**src/rtl/core_params.svh**
```systemverilog
`ifndef CORE_PARAMS_SVH
`define CORE_PARAMS_SVH

// Register file geometry

`define CORE_ADDR_BITS  4   // Register index width, 16 registers
`define CORE_DATA_BITS  8   // Register and ALU data width

// Instruction word

`define CORE_INSTR_BITS 16  // Opcode, rd, rs, rt in four nibbles

`endif
```
**src/rtl/core_pkg.sv**
```systemverilog
`default_nettype none

package core_pkg;

    `include "core_params.svh"

    typedef logic [`CORE_ADDR_BITS-1:0]  reg_addr_t;  // Register index
    typedef logic [`CORE_DATA_BITS-1:0]  data_t;      // Register or ALU value
    typedef logic [`CORE_INSTR_BITS-1:0] instr_t;     // Instruction word

    // Opcode field, bits 15..12; codes above OP_SHR are illegal
    typedef enum logic [3:0] {
        OP_LDI = 4'd0,  // rd = imm
        OP_MOV = 4'd1,  // rd = rs
        OP_ADD = 4'd2,  // rd = rs + rt, carry out
        OP_SUB = 4'd3,  // rd = rs - rt, borrow
        OP_AND = 4'd4,
        OP_OR  = 4'd5,
        OP_XOR = 4'd6,
        OP_SHL = 4'd7,  // rd = rs << rt[2:0]
        OP_SHR = 4'd8   // rd = rs >> rt[2:0]
    } op_t;

    // Decode sequencer
    typedef enum logic [2:0] {
        ST_IDLE,    // Waiting for a strobe
        ST_READ_A,  // Bank addressed by rs
        ST_READ_B,  // Bank addressed by rt
        ST_EXEC,    // ALU result registered
        ST_WRITE    // Bank addressed by rd, write and result pulse
    } dec_state_t;

    // Bank address source
    typedef enum logic [1:0] {
        SEL_RS,
        SEL_RT,
        SEL_RD
    } addr_sel_t;

endpackage

`default_nettype wire

```
**src/rtl/reg_alu_core.sv**
```systemverilog
`timescale 1ns/1ps
`default_nettype none

module reg_alu_core
    import core_pkg::*;
(
    input  wire         clk,
    input  wire         arst_n,
    input  wire         instr_valid,   // One-cycle strobe, ignored while busy
    input  wire instr_t instr,
    output logic        busy,
    output logic        result_valid,  // Write-back pulse
    output reg_addr_t   result_rd,
    output data_t       result_data,
    output logic        carry,
    output logic        zero,
    output logic        illegal        // Bad opcode pulse
);

    addr_sel_t addr_sel;
    reg_addr_t rd;
    reg_addr_t rs;
    reg_addr_t rt;
    op_t       op;
    data_t     imm;
    logic      cap_a;
    logic      cap_b;
    logic      exec_en;
    logic      wr_en;
    data_t     alu_out;
    logic      bank_wr;
    data_t     bank_wdata;
    reg_addr_t bank_addr;   // Shared read and write address
    data_t     bank_rdata;

    instr_decode u_decode (
        .clk         (clk),
        .arst_n      (arst_n),
        .instr_valid (instr_valid),
        .instr       (instr),
        .busy        (busy),
        .addr_sel    (addr_sel),
        .rd          (rd),
        .rs          (rs),
        .rt          (rt),
        .op          (op),
        .imm         (imm),
        .cap_a       (cap_a),
        .cap_b       (cap_b),
        .exec_en     (exec_en),
        .wr_en       (wr_en),
        .illegal     (illegal)
    );

    // Single port, so one source per cycle
    always_comb begin
        case (addr_sel)
            SEL_RT:  bank_addr = rt;
            SEL_RD:  bank_addr = rd;
            default: bank_addr = rs;
        endcase
    end

    alu_execute u_execute (
        .clk     (clk),
        .arst_n  (arst_n),
        .rdata   (bank_rdata),
        .cap_a   (cap_a),
        .cap_b   (cap_b),
        .exec_en (exec_en),
        .op      (op),
        .imm     (imm),
        .alu_out (alu_out),
        .carry   (carry)
    );

    result_writeback u_writeback (
        .clk          (clk),
        .arst_n       (arst_n),
        .wr_en        (wr_en),
        .rd           (rd),
        .alu_out      (alu_out),
        .bank_wr      (bank_wr),
        .bank_wdata   (bank_wdata),
        .result_valid (result_valid),
        .result_rd    (result_rd),
        .result_data  (result_data),
        .zero         (zero)
    );

    reg_bank u_bank (
        .clk   (clk),
        .wr    (bank_wr),
        .addr  (bank_addr),
        .wdata (bank_wdata),
        .rdata (bank_rdata)
    );

endmodule

`default_nettype wire

```
**src/rtl/result_writeback.sv**
```systemverilog
`timescale 1ns/1ps
`default_nettype none

module result_writeback
    import core_pkg::*;
(
    input  wire            clk,
    input  wire            arst_n,
    input  wire            wr_en,        // Write-back cycle from decode
    input  wire reg_addr_t rd,           // Destination register
    input  wire data_t     alu_out,      // Registered ALU result
    output logic           bank_wr,      // Bank write strobe
    output data_t          bank_wdata,
    output logic           result_valid, // Pulse, same cycle as the bank write
    output reg_addr_t      result_rd,
    output data_t          result_data,
    output logic           zero          // Last written value was zero
);

    logic is_zero;

    // Bank write, address comes from the top mux on rd
    assign bank_wr    = wr_en;
    assign bank_wdata = alu_out;

    // Result report alongside the write
    assign result_valid = wr_en;
    assign result_rd    = rd;
    assign result_data  = alu_out;

    assign is_zero = (alu_out == '0);

    // Updated with each write, held otherwise
    always_ff @(posedge clk or negedge arst_n) begin
        if (!arst_n) begin
            zero <= 1'b0;
        end else if (wr_en) begin
            zero <= is_zero;
        end
    end

endmodule

`default_nettype wire

```
**src/rtl/alu_execute.sv**
```systemverilog
`timescale 1ns/1ps
`default_nettype none

module alu_execute
    import core_pkg::*;
(
    input  wire        clk,
    input  wire        arst_n,
    input  wire data_t rdata,    // Bank read data
    input  wire        cap_a,    // Take rdata as A
    input  wire        cap_b,    // Take rdata as B
    input  wire        exec_en,  // Register the result
    input  wire op_t   op,
    input  wire data_t imm,
    output data_t      alu_out,  // Registered result
    output logic       carry     // Carry or borrow of the last add or sub
);

    localparam int W = $bits(data_t);

    data_t          opa;         // Operand A, from rs
    data_t          opb;         // Operand B, from rt
    logic [W:0]     sum;         // Extra bit holds carry out
    logic [W:0]     diff;        // Extra bit holds borrow
    data_t          alu_next;
    logic           carry_next;

    always_ff @(posedge clk) begin
        if (cap_a) begin
            opa <= rdata;
        end
        if (cap_b) begin
            opb <= rdata;
        end
    end

    assign sum  = {1'b0, opa} + {1'b0, opb};
    assign diff = {1'b0, opa} - {1'b0, opb};  // MSB set when opb > opa

    always_comb begin
        alu_next   = opa;
        carry_next = carry;  // Logic and shift ops keep the flag
        case (op)
            OP_LDI: alu_next = imm;
            OP_MOV: alu_next = opa;
            OP_ADD: begin
                alu_next   = sum[W-1:0];
                carry_next = sum[W];
            end
            OP_SUB: begin
                alu_next   = diff[W-1:0];
                carry_next = diff[W];
            end
            OP_AND: alu_next = opa & opb;
            OP_OR:  alu_next = opa | opb;
            OP_XOR: alu_next = opa ^ opb;
            OP_SHL: alu_next = opa << opb[2:0];
            OP_SHR: alu_next = opa >> opb[2:0];  // Logical, zero fill
            default: alu_next = opa;             // Never reaches exec
        endcase
    end

    always_ff @(posedge clk) begin
        if (exec_en) begin
            alu_out <= alu_next;
        end
    end

    always_ff @(posedge clk or negedge arst_n) begin
        if (!arst_n) begin
            carry <= 1'b0;
        end else if (exec_en) begin
            carry <= carry_next;
        end
    end

endmodule

`default_nettype wire

```
**src/rtl/instr_decode.sv**
```systemverilog
`timescale 1ns/1ps
`default_nettype none

module instr_decode
    import core_pkg::*;
(
    input  wire         clk,
    input  wire         arst_n,
    input  wire         instr_valid,  // One-cycle strobe
    input  wire instr_t instr,
    output logic        busy,         // Instruction in flight
    output addr_sel_t   addr_sel,     // Bank address source
    output reg_addr_t   rd,
    output reg_addr_t   rs,
    output reg_addr_t   rt,
    output op_t         op,
    output data_t       imm,          // Load-immediate value
    output logic        cap_a,        // Latch bank data as A
    output logic        cap_b,        // Latch bank data as B
    output logic        exec_en,      // Register ALU result
    output logic        wr_en,        // Write-back cycle
    output logic        illegal       // One-cycle pulse on a bad opcode
);

    dec_state_t state;
    dec_state_t state_next;
    instr_t     instr_q;   // Latched instruction
    logic       pend;      // Instruction latched, path chosen next edge
    logic       take;      // Strobe accepted this cycle
    logic       bad_op;    // Opcode of the incoming word is out of range

    // Only a strobe in a fully idle core is taken
    assign take   = instr_valid && (state == ST_IDLE) && !pend;
    assign bad_op = instr[15:12] > OP_SHR;  // Codes 9..15

    always_ff @(posedge clk) begin
        if (take) begin
            instr_q <= instr;
        end
    end

    always_ff @(posedge clk or negedge arst_n) begin
        if (!arst_n) begin
            state   <= ST_IDLE;
            pend    <= 1'b0;
            illegal <= 1'b0;
        end else begin
            state   <= state_next;
            pend    <= take;
            illegal <= take && bad_op;  // High for the pending cycle only
        end
    end

    // Sequencer
    always_comb begin
        state_next = state;
        case (state)
            ST_IDLE: begin
                if (pend && !illegal) begin  // Bad opcode drops back to idle
                    state_next = (op == OP_LDI) ? ST_EXEC : ST_READ_A;  // LDI needs no operands
                end
            end
            ST_READ_A: state_next = ST_READ_B;
            ST_READ_B: state_next = ST_EXEC;
            ST_EXEC:   state_next = ST_WRITE;
            ST_WRITE:  state_next = ST_IDLE;
            default:   state_next = ST_IDLE;
        endcase
    end

    // Instruction fields
    assign op  = op_t'(instr_q[15:12]);
    assign rd  = instr_q[11:8];
    assign rs  = instr_q[7:4];
    assign rt  = instr_q[3:0];
    assign imm = instr_q[7:0];  // Overlaps rs and rt

    // State decodes
    assign busy    = (state != ST_IDLE) || pend;
    assign cap_a   = (state == ST_READ_A);
    assign cap_b   = (state == ST_READ_B);
    assign exec_en = (state == ST_EXEC);
    assign wr_en   = (state == ST_WRITE);

    always_comb begin
        case (state)
            ST_READ_B: addr_sel = SEL_RT;
            ST_WRITE:  addr_sel = SEL_RD;  // Write goes to rd
            default:   addr_sel = SEL_RS;
        endcase
    end

endmodule

`default_nettype wire

```
**src/rtl/reg_bank.sv**
```systemverilog
`timescale 1ns/1ps
`default_nettype none

`include "core_params.svh"

module reg_bank
    import core_pkg::*;
#(
    parameter int addr_bits = `CORE_ADDR_BITS,  // Index width
    parameter int data_bits = `CORE_DATA_BITS   // Word width
) (
    input  wire        clk,
    input  wire        wr,     // Write strobe, data stored at the clock edge
    input  wire reg_addr_t addr,   // Shared read and write address
    input  wire data_t wdata,
    output data_t      rdata   // Combinational read at addr
);

    // Register storage, contents undefined until written
    logic [data_bits-1:0] mem [2**addr_bits];

    assign rdata = mem[addr];  // Asynchronous read port

    always_ff @(posedge clk) begin
        if (wr) begin
            mem[addr] <= wdata;  // Same address as the read
        end
    end

endmodule

`default_nettype wire

```
**config.mk**
```make
export PLATFORM = sky130hd
export DESIGN_NAME = reg_alu_core
export DESIGN_NICKNAME = d
export VERILOG_FILES = /design/src/rtl/core_pkg.sv /design/src/rtl/reg_alu_core.sv /design/src/rtl/result_writeback.sv /design/src/rtl/alu_execute.sv /design/src/rtl/instr_decode.sv /design/src/rtl/reg_bank.sv
export VERILOG_INCLUDE_DIRS = /design/src /design/src/rtl
export SDC_FILE = /design/constraint.sdc
export NUM_CORES = 1
export LEC_CHECK = 0
export ABC_AREA = 1
export BUFFER_PORTS_ARGS = -buffer_cell sky130_fd_sc_hd__buf_2
export CAP_MARGIN = 20
export CELL_PAD_IN_SITES_DETAIL_PLACEMENT = 1
export CELL_PAD_IN_SITES_GLOBAL_PLACEMENT = 2
export CORE_MARGIN = 4
export CORE_UTILIZATION = 42
export CTS_BUF_LIST = sky130_fd_sc_hd__clkbuf_8 sky130_fd_sc_hd__clkbuf_16
export CTS_CLUSTER_SIZE = 25
export DETAILED_ROUTE_END_ITERATION = 10
export GPL_TIMING_DRIVEN = 0
export PLACE_DENSITY_LB_ADDON = 0.12
export SKIP_LAST_GASP = 1
export SYNTH_ARGS = -nofsm -noshare
export SYNTH_HDL_FRONTEND = slang
export SYNTH_SLANG_ARGS = --single-unit
```
**constraint.sdc**
```tcl
create_clock -name clk -period 6.8 [get_ports clk]
set_clock_uncertainty 0.1 [all_clocks]
set_input_delay 1.36 -clock clk [delete_from_list [all_inputs] [get_ports clk]]
set_output_delay 1.36 -clock clk [all_outputs]
set_load 0.02 [all_outputs]
```
==> impl_metrics.csv, run 1 <==
group,metric,value,unit
sta,min_period_over_period,47.8,%
synth,synth_edf_count,168,
worst_hold_path,min_path_cells,2,
sta,setup_viol,0,
worst_setup_path,worstReg2RegStart,"u_decode.state[2]$_DFFE_PN0P_",
worst_setup_path,rrSetupSlack,3.80,ns
synth,ys_seq_area_share,57.6,%
global_route,grt_pass1_wl,43.1,mm
synth,synthFlopType,"edfxtp_1",
power,vdd_ir_drop_max,0.230,mV
synth,syn_inst,997,
worst_setup_path,critPathMaxFanout,7,
clock_tree,clk_latency,0.44,ns
clock_tree,cts.sinks,175,
floorplanning,die_y,155,um
sta,tns,0,ns
placement,dpl.hpwl,20.4,mm
power,leakage,0.00441,uW
placement,dpl_cell_area,0.00958,mm2
clock_tree,cts_root_buf,"clkbuf_16",
worst_setup_path,crit_slowest_cell,"dfrtp_1",
job,cap_violations,0,
clock_tree,ctsHtreeMaxLevel,4,
worst_hold_path,whs_endpoint,"u_writeback.zero$_DFFE_PN0P_",
drt,drt_iter0_drc,521,
drt,wire_per_inst,20.8,um
sta,setup_slack,3.55,ns
clock_tree,numCtsBuffers,17,
floorplanning,start_util,43.0,%
global_route,gr-usage-all-layers,24.1,%
floorplanning,dieArea,0.0240,mm2
placement,pre_cts_slack,3.79,ns
synth,synth_seq_cells,175,
worst_setup_path,crit_path_end_kind,"primary output",
worst_setup_path,r2r.worst_path.cells,10,
worst_setup_path,critical_path.max_stage_delay,0.46,ns
finish,stdcell_count,1340,
worst_setup_path,cp_num_cells,4,
sta,drv_slew,0,
outcome,status,"finished, final reports clean",
finish,antenna_cells,0,
worst_setup_path,crit_path_start_kind,"flop",
drt,wl,27.9,mm
clock_tree,cts_tree,"yes",
finish,multi_input_area,0.00327,mm2
synth,synthesis.nets,1044,
sta,rsz0062_at_grt,"false",
finish,drive_gt1_share,11.4,%
global_route,grt_pass1_vias,7376,
worst_setup_path,path_class,"reg2out",
clock_tree,ctsLongestPathBuffers,2,
drt,detail-route-antenna-nets,0,
worst_setup_path,worstPathRequired,5.34,ns
floorplanning,num_rows,53,
floorplanning,dieWidth,155,um
finish,stdcell_area,0.0102,mm2
worst_setup_path,crit_family,"buffers and inverters",
placement,dpl.cell_count,1308,
sta,worst_slew_pin_slew,0.945,ns
worst_hold_path,hp-class,"reg2reg",
finish,final-seq-area,0.00522,mm2
finish,area_growth,12.2,%
finish,fin_util,48.2,%
worst_setup_path,rr_endpoint,"u_bank.mem[8][2]$_DFFE_PP_",
floorplanning,pin_count,36,
synth,synth_async_sr_flop_share,4.00,%
power,power_density,443,mW/mm2
finish,nets,1099,
synth,yosysWarnings,0,
placement,gp_congestion,0.863,
clock_tree,postCtsHoldBufs,0,
placement,portBuffers,35,
worst_setup_path,cp_data_arrival_time,1.79,ns
finish,fill_cells,2462,
global_route,antenna_found_initial,0,
synth,synth_cell_type_count,41,
drt,vias_per_cell,5.28,
worst_setup_path,crit_chain,"nor2_2, nand2_2, inv_1, buf_2",
clock_tree,clk_pin_slew,0.07,ns
synth,synth.avg_cell_area,9.09,um2
sta,relSlewSlack,37.0,%
clock_tree,postCtsSetupRepairBufs,0,
global_route,grt.overflow.total,0,
worst_hold_path,hp-start,"u_writeback.zero$_DFFE_PN0P_",
clock_tree,cts_repair_resize_count,0,
worst_setup_path,cp_num_buf_inv,2,
sta,maxClockFrequency,308,MHz
sta,finalHoldViolations,0,
sta,finalCriticalPeriod,3.25,ns
drt,via_count,7077,
synth,synth_area,0.00906,mm2
floorplanning,core,0.0211,mm2
drt,firstDrtPassIters,5,
drt,drc_errors,0,
global_route,grt_max_degree,19,
-- layout by cell type, fill, tap and decap left out, drive strengths merged, types with 2 or more instances in the layout --
| cell | netlist | routed |
|---|---|---|
| nor3 | 5 | 5 |
| a22oi | 2 | 2 |
| ha | 26 | 26 |
| a21boi | 2 | 2 |
| clkinvlp | 0 | 4 |
| nor4 | 2 | 2 |
| nand4 | 5 | 5 |
| o21ai | 38 | 38 |
| fa | 2 | 2 |
| dfrtp | 7 | 7 |
| buf | 27 | 63 |
| o211ai | 5 | 5 |
| o21a | 2 | 2 |
| o22ai | 6 | 6 |
| o31ai | 2 | 2 |
| inv | 91 | 96 |
| nor2 | 72 | 72 |
| edfxtp | 168 | 168 |
| nand3 | 98 | 98 |
| nand2 | 391 | 391 |
| or2 | 6 | 6 |
| clkbuf | 7 | 24 |
| a21oi | 23 | 23 |
| clkinv | 3 | 9 |
-- cells by family (layout without fill, tap and decap cells) --
family | count (synthesis) | count (layout) | synth area share, %
and+or+nand+nor | 580 | 580 | 26.4
xor gates and xnor gates | 1 | 1 | 0.0967
buffers and inverters | 128 | 196 | 6.30
muxes | 1 | 1 | 0.110
AOI/OAI and AO/OA | 84 | 84 | 5.41
adders and majority gates | 28 | 28 | 4.03
DFF | 175 | 175 | 57.6
-- cells in the mapped netlist, drive strengths merged, types with 2 or more instances --
cell	instances	share of area, %
a21boi	2	0.17
a21oi	23	1.3
a22oi	2	0.17
buf	27	2.1
clkbuf	7	0.30
clkinv	3	0.12
dfrtp	7	1.9
edfxtp	168	56
fa	2	0.44
ha	26	3.6
inv	91	3.8
nand2	391	16
nand3	98	5.5
nand4	5	0.35
nor2	72	3.4
nor3	5	0.28
nor4	2	0.14
o211ai	5	0.41
o21a	2	0.17
o21ai	38	2.1
o22ai	6	0.57
o31ai	2	0.17
or2	6	0.41
-- worst max path at each step --
stage / start / to / slack (ns)
6_report: u_decode.state[1]$_DFFE_PN0P_ / result_valid / 3.55
3_3_place_gp: u_decode.state[2]$_DFFE_PN0P_ / u_bank.mem[8][1]$_DFFE_PP_ / 3.83
2_1_floorplan: u_decode.state[1]$_DFFE_PN0P_ / result_valid / 4.41
5_1_grt: u_decode.state[1]$_DFFE_PN0P_ / result_valid / 3.44
3_5_place_dp: u_execute.opb[2]$_DFFE_PN_ / u_execute.alu_out[4]$_DFFE_PP_ / 3.79
4_1_cts: u_decode.state[1]$_DFFE_PN0P_ / result_valid / 3.53
-- state kept, by name, summed over array words and instances (netlist names) --
register           count
u_bank.mem           128
u_decode.instr_q      16
u_execute.alu_out      8
u_execute.opa          8
u_execute.opb          8
u_decode.state         3
u_decode.illegal       1
u_decode.pend          1
u_execute.carry        1
u_writeback.zero       1
-- per-stage QoR --
step                      hold slack, ns  power (uW)
after floorplan                    0.409        2870
after global placement             0.360        3530
after detailed placement           0.378        3570
after CTS                          0.397        4520
after global routing               0.418        4840
final                              0.394        4500
-- worst reg2reg max path, delay by kind of cell (launching register included) --
| family | cells | cell delay, ns |
|---|---|---|
| and+or+nand+nor | 7 | 1.77 |
| DFF | 1 | 0.38 |
| buffers and inverters | 3 | 0.39 |
-- layer usage --
layer	track usage, %	vias up	routed length, um
li1	-	3405	-
met1	34.3	3460	13200
met2	39.1	184	13200
met3	3.48	28	1060
met4	6.22	0	439
met5	0	-	0
-- cell type report --
type | count | area share, %
clock buffer | 17 | 4.19
timing repair buffer | 36 | 1.77
tap | 275 | 3.39
sequential | 175 | 51.4
buffer | 34 | 2.14
inverter | 94 | 3.47
clock inverter | 15 | 1.49
multi-input combinational | 694 | 32.2
-- where the power goes --
group	switching [uW]	total, uW	internal (uW)
Combinational	1410	2010	597
Clock	455	940	485
Sequential	174	1560	1390
Power figures use the tool's default switching activity.
==> run 2, diff against run 1 <==
--- a/config.mk
+++ b/config.mk
@@ -12,7 +12,7 @@
 export CELL_PAD_IN_SITES_DETAIL_PLACEMENT = 1
 export CELL_PAD_IN_SITES_GLOBAL_PLACEMENT = 2
 export CORE_MARGIN = 4
-export CORE_UTILIZATION = 42
+export CORE_UTILIZATION = 36
 export CTS_BUF_LIST = sky130_fd_sc_hd__clkbuf_8 sky130_fd_sc_hd__clkbuf_16
 export CTS_CLUSTER_SIZE = 25
 export DETAILED_ROUTE_END_ITERATION = 10
==> constraint.sdc (replaced) <==
create_clock -name clk -period 2.94 [get_ports clk]
set_clock_uncertainty 0.1 [all_clocks]
set_input_delay 0.588 -clock clk [delete_from_list [all_inputs] [get_ports clk]]
set_output_delay 0.588 -clock clk [all_outputs]
set_load 0.02 [all_outputs]
==> run 2 against run 1 <==
Effect of this change: critical path type is now reg2reg; highest routed layer unchanged; register-to-register slack worse by 3.8 ns; clock-buffer cell count stayed put; global-route usage is 3.5 points lower; via count shrank 2.3%.
==> impl_metrics.csv, run 2 (same netlist as run 1, synthesis figures left out) <==
group,metric,value,unit
sta,maxClockFrequency,341,MHz
finish,drive_gt1_share,13.2,%
sta,worst_slew_pin_slew,0.941,ns
clock_tree,ctsLongestPathBuffers,2,
floorplanning,die_y,167,um
worst_setup_path,critPathMaxFanout,10,
global_route,antenna_found_initial,0,
global_route,grt_pass1_vias,7223,
finish,top_regs,"u_bank.mem (128), u_decode.instr_q (16)",
sta,finalCriticalPeriod,2.93,ns
sta,min_period_over_period,99.7,%
global_route,grt_pass1_wl,43.7,mm
placement,pre_cts_slack,-0.228,ns
drt,wire_per_inst,20.3,um
worst_setup_path,cp_data_arrival_time,2.90,ns
worst_setup_path,path_class,"reg2reg",
floorplanning,core,0.0245,mm2
sta,setup_slack,0.00979,ns
worst_setup_path,worstReg2RegStart,"u_decode.state[2]$_DFFE_PN0P_",
global_route,grt_max_degree,19,
finish,fill_cells,2850,
finish,largest_register_ffs,128,
floorplanning,pin_count,36,
global_route,grt.overflow.total,0,
finish,top_register,"u_bank.mem",
power,total_power,10600,uW
clock_tree,clk_pin_slew,0.07,ns
placement,portBuffers,35,
sta,hold_slack,0.228,ns
outcome,status,"finished, final reports clean",
sta,finalHoldViolations,0,
drt,wl,28.3,mm
worst_setup_path,crit_path_end_kind,"flop",
clock_tree,clk_latency,0.43,ns
worst_setup_path,r2r.worst_path.cells,9,
worst_setup_path,crit_path_start_kind,"flop",
clock_tree,cts_root_buf,"clkbuf_16",
drt,drt_iter0_drc,473,
power,power_density,1030,mW/mm2
drt,via_count,6917,
placement,gp_congestion,0.848,
floorplanning,start_util,36.9,%
finish,final_common_cell,"nand2_1",
worst_setup_path,cp-endpoint,"u_bank.mem[6][0]$_DFFE_PP_",
finish,final-seq-area,0.00522,mm2
clock_tree,numCtsBuffers,17,
power,vdd_ir_drop_max,0.521,mV
finish,antenna_cells,0,
finish,stdcell_area,0.0103,mm2
finish,multi_input_area,0.00332,mm2
worst_setup_path,worstPathRequired,2.91,ns
placement,dpl.hpwl,20.6,mm
drt,firstDrtPassIters,4,
power,leakage,0.00444,uW
finish,stdcell_count,1391,
placement,dpl_cell_area,0.00965,mm2
worst_setup_path,rr_endpoint,"u_bank.mem[6][0]$_DFFE_PP_",
placement,dpl.cell_count,1356,
job,cap_violations,0,
drt,detail-route-antenna-nets,0,
worst_setup_path,cp-startpoint,"u_decode.state[2]$_DFFE_PN0P_",
clock_tree,cts.sinks,175,
global_route,gr-usage-all-layers,20.7,%
floorplanning,dieArea,0.0278,mm2
sta,setup_viol,0,
floorplanning,num_rows,57,
floorplanning,dieWidth,167,um
worst_hold_path,hp-class,"in2reg",
drt,vias_per_cell,4.97,
sta,rsz0062_at_grt,"true",
finish,layout_common_cells,"nand2_1 (385), edfxtp_1 (168), nand3_1 (97)",
finish,nets,1101,
drt,drc_errors,0,
worst_setup_path,rrSetupSlack,0.01,ns
sta,drv_slew,0,
clock_tree,cts_tree,"yes",
finish,area_growth,13.9,%
clock_tree,ctsHtreeMaxLevel,4,
sta,relSlewSlack,37.3,%
[run 2: cell count changes in the layout (fill, tap and decap cells not counted), moves of 2 or more]
cell	delta
buf_4	+3
bufinv_16	+2
clkinv_8	-2
nor2_1	-15
nor2_2	+15
[run 2: what timing repair did]
| item | in CTS | in global routing |
|---|---|---|
| hold buffers | 1 | 0 |
| endpoints found under the hold margin | 7 | 0 |
| endpoints found under the setup margin | 87 | 126 |
| setup buffers | 0 | 3 |
| gates resized for setup | 7 | 12 |
| gates cloned | 0 | 0 |
[run 2: through the flow]
stage | util [%] | setup TNS (ns)
floorplan | - | 0
global placement | 39.3 | -4.02
detailed placement | 39.3 | -7.87
CTS | 41.9 | -3.30
global route | 42.1 | -10.09
finish | 42.1 | 0
[run 2: critical path, cell delays in order (launching register included)]
cell	delay, ns
dfrtp_1	0.37
buf_6	0.14
nor2_2	0.11
nand2_2	0.16
o22ai_4	0.29
inv_2	0.06
nand2_2	0.17
buf_4	0.22
nand4_1	0.37
nor2_2	0.58
[run 2: area by class of cell]
type	instances	area share, %
multi-input combinational	694	32.1
tap	324	3.93
inverter	94	3.47
buffer	33	2.07
clock inverter	15	1.71
timing repair buffer	39	2.01
clock buffer	17	4.12
sequential	175	50.6
[run 2: layer usage]
metal  global-route usage [%]  up-vias  wire length [um]
met5                        0        -                 0
met4                     5.27        0               423
met3                     2.23       26               799
met2                     31.8      120             12600
met1                     31.3     3355             14500
li1                         -     3416                 -
[run 2: how the worst min path moves through the flow]
stage          cells past startpoint                            end  slack (ns)     start
2_1_floorplan                      0     u_decode.illegal$_DFF_PN0_        0.19    arst_n
3_3_place_gp                       1     u_decode.illegal$_DFF_PN0_        0.34    arst_n
3_5_place_dp                       1        u_decode.pend$_DFF_PN0_        0.34    arst_n
4_1_cts                            1  u_decode.instr_q[3]$_DFFE_PP_        0.21  instr[3]
5_1_grt                            1  u_decode.instr_q[4]$_DFFE_PP_        0.21  instr[4]
6_report                           1  u_decode.instr_q[9]$_DFFE_PP_        0.23  instr[9]
[run 2: where the power goes]
| group | total, uW | internal, uW | switching, uW |
|---|---|---|---|
| registers | 3600 | 3200 | 396 |
| logic | 4710 | 1410 | 3300 |
| clock network | 2320 | 1280 | 1040 |
==> run 3, diff against run 2 <==
--- a/config.mk
+++ b/config.mk
@@ -16,7 +16,7 @@
 export CTS_BUF_LIST = sky130_fd_sc_hd__clkbuf_8 sky130_fd_sc_hd__clkbuf_16
 export CTS_CLUSTER_SIZE = 25
 export DETAILED_ROUTE_END_ITERATION = 10
-export GPL_TIMING_DRIVEN = 0
+export GPL_TIMING_DRIVEN = 1
 export PLACE_DENSITY_LB_ADDON = 0.12
 export SKIP_LAST_GASP = 1
 export SYNTH_ARGS = -nofsm -noshare
==> run 3 against run 2 <==
Effect of this change: hold slack better by 0.0044 ns; sequential power down 3%; global-route usage decreased by 0.21 points; critical path depth unchanged; non-clock buffer count grew 8; worst setup slack improved by 0.17 ns; critical path type unchanged; sequential share of layout area decreased by 0.34 points.
==> impl_metrics.csv, run 3 (same netlist as run 1, synthesis figures left out) <==
group,metric,value,unit
outcome,status,"finished, final reports clean",
worst_setup_path,r2r.worst_path.cells,9,
clock_tree,postCtsHoldBufs,1,
finish,area_growth,14.7,%
worst_setup_path,cp_data_arrival_time,2.82,ns
finish,antenna_cells,0,
placement,portBuffers,35,
sta,relSlewSlack,57.7,%
worst_setup_path,crit_path_end_kind,"flop",
power,vdd_ir_drop_max,0.464,mV
worst_setup_path,rr_endpoint,"u_execute.alu_out[4]$_DFFE_PP_",
drt,vias_per_cell,5.00,
sta,worst_slew_pin_slew,0.634,ns
global_route,grt_max_degree,59,
clock_tree,clk_latency,0.43,ns
worst_hold_path,min_path_cells,1,
worst_setup_path,critPathMaxFanout,10,
worst_setup_path,crit_chain,"clkinv_1, ha_1, clkinv_1, o31ai_1, nand2_1, nand3_1, nand2_1, nor2_1, nand3_1",
sta,finalHoldViolations,0,
floorplanning,dieWidth,167,um
sta,rsz0062_at_grt,"false",
worst_hold_path,whs_endpoint,"u_decode.instr_q[10]$_DFFE_PP_",
clock_tree,ctsLongestPathBuffers,2,
sta,drv_slew,0,
power,power_density,1020,mW/mm2
clock_tree,ctsHtreeMaxLevel,4,
sta,hold_slack,0.232,ns
floorplanning,start_util,36.9,%
clock_tree,numCtsBuffers,17,
sta,setup_slack,0.182,ns
finish,multi_input_area,0.00327,mm2
floorplanning,dieArea,0.0278,mm2
worst_hold_path,hp-class,"in2reg",
finish,drive_gt1_share,12.7,%
floorplanning,pin_count,36,
clock_tree,cts_repair_resize_count,0,
finish,final_common_cell,"nand2_1",
drt,via_count,6990,
finish,final-seq-area,0.00522,mm2
finish,largest_register_ffs,128,
global_route,grt_pass1_wl,43.4,mm
power,leakage,0.00453,uW
worst_setup_path,worstPathRequired,3.00,ns
placement,pre_cts_slack,0.184,ns
worst_setup_path,crit_path_start_kind,"flop",
finish,top_regs,"u_bank.mem (128), u_decode.instr_q (16)",
job,cap_violations,0,
finish,fill_cells,2886,
sta,setup_viol,0,
global_route,gr-usage-all-layers,20.4,%
drt,drt_iter0_drc,580,
finish,layout_common_cells,"nand2_1 (385), edfxtp_1 (168), nand3_1 (97)",
clock_tree,cts_tree,"yes",
drt,wl,28.0,mm
worst_setup_path,rrSetupSlack,0.18,ns
clock_tree,cts.sinks,175,
global_route,antenna_found_initial,0,
power,total_power,10600,uW
worst_setup_path,path_class,"reg2reg",
placement,dpl.hpwl,20.0,mm
worst_setup_path,critical_path.max_stage_delay,0.53,ns
worst_hold_path,hp-start,"instr[10]",
global_route,grt_pass1_vias,7157,
sta,finalCriticalPeriod,2.76,ns
clock_tree,cts_root_buf,"clkbuf_16",
sta,tns,0,ns
drt,drc_errors,0,
finish,fin_util,42.4,%
finish,top_register,"u_bank.mem",
drt,detail-route-antenna-nets,0,
floorplanning,core,0.0245,mm2
placement,gp_congestion,0.897,
floorplanning,num_rows,57,
clock_tree,clk_pin_slew,0.07,ns
floorplanning,die_y,167,um
worst_setup_path,crit_slowest_cell,"edfxtp_1",
clock_tree,postCtsSetupRepairBufs,0,
sta,maxClockFrequency,363,MHz
sta,min_period_over_period,93.8,%
worst_setup_path,worstReg2RegStart,"u_execute.opb[2]$_DFFE_PN_",
finish,nets,1109,
drt,firstDrtPassIters,4,
global_route,grt.overflow.total,0,
drt,wire_per_inst,20.0,um
## run 3: cell count changes in the layout (fill, tap and decap cells not counted), moves of 2 or more
cell and change:
clkinv_4 -2, buf_6 -6, buf_4 +33, nor2_1 +15, nor2_2 -15, clkbuf_1 -5, buf_2 -14
## run 3: cell type report
type	count	area share, %
Clock buffer	17	4.09
Tap cell	324	3.90
Clock inverter	15	1.85
Timing Repair Buffer	80	5.08
Sequential cell	175	50.2
Multi-Input combinational cell	694	31.5
Inverter	94	3.39
## run 3: worst max path at each step
stage                                     from                        endpoint  slack [ns]  cells after the start
floorplan           u_execute.opb[2]$_DFFE_PN_  u_execute.alu_out[5]$_DFFE_PP_        0.61                     10
global placement    u_execute.opb[2]$_DFFE_PN_  u_execute.alu_out[5]$_DFFE_PP_        0.20                     10
detailed placement  u_execute.opb[2]$_DFFE_PN_  u_execute.alu_out[4]$_DFFE_PP_        0.18                      9
CTS                 u_execute.opb[2]$_DFFE_PN_  u_execute.alu_out[4]$_DFFE_PP_        0.17                      9
global route        u_execute.opb[2]$_DFFE_PN_  u_execute.alu_out[4]$_DFFE_PP_        0.03                      9
finish              u_execute.opb[2]$_DFFE_PN_  u_execute.alu_out[4]$_DFFE_PP_        0.18                      9
## run 3: through the flow
| step | cell area (um2) | cells |
|---|---|---|
| final | 10400 | 1399 |
| after global placement | 9770 | 1366 |
| after CTS | 10400 | 1399 |
| after floorplan | 9060 | 997 |
| after global routing | 10400 | 1399 |
| after detailed placement | 9770 | 1366 |
## run 3: metal layers
layer | part of all wire (%) | vias to the layer above | track usage, %
met3 | 3.5 | 12 | 2.37
li1 | - | 3421 | -
met2 | 44 | 116 | 31.1
met1 | 52 | 3441 | 31.8
met5 | 0 | - | 0
met4 | 0.62 | 0 | 3.74
## run 3: where the power goes
group	switching [uW]	total, uW	internal [uW]
combinational	3330	4690	1360
clock	1090	2390	1300
sequential	279	3480	3200
## run 3: critical path, delay by kind of cell, from the launching register on
family / cells / cell delay [ns]
fa+ha+maj: 1 / 0.42
compound gates: 1 / 0.49
flops: 1 / 0.53
simple gates: 5 / 0.49
buf+inv: 2 / 0.47
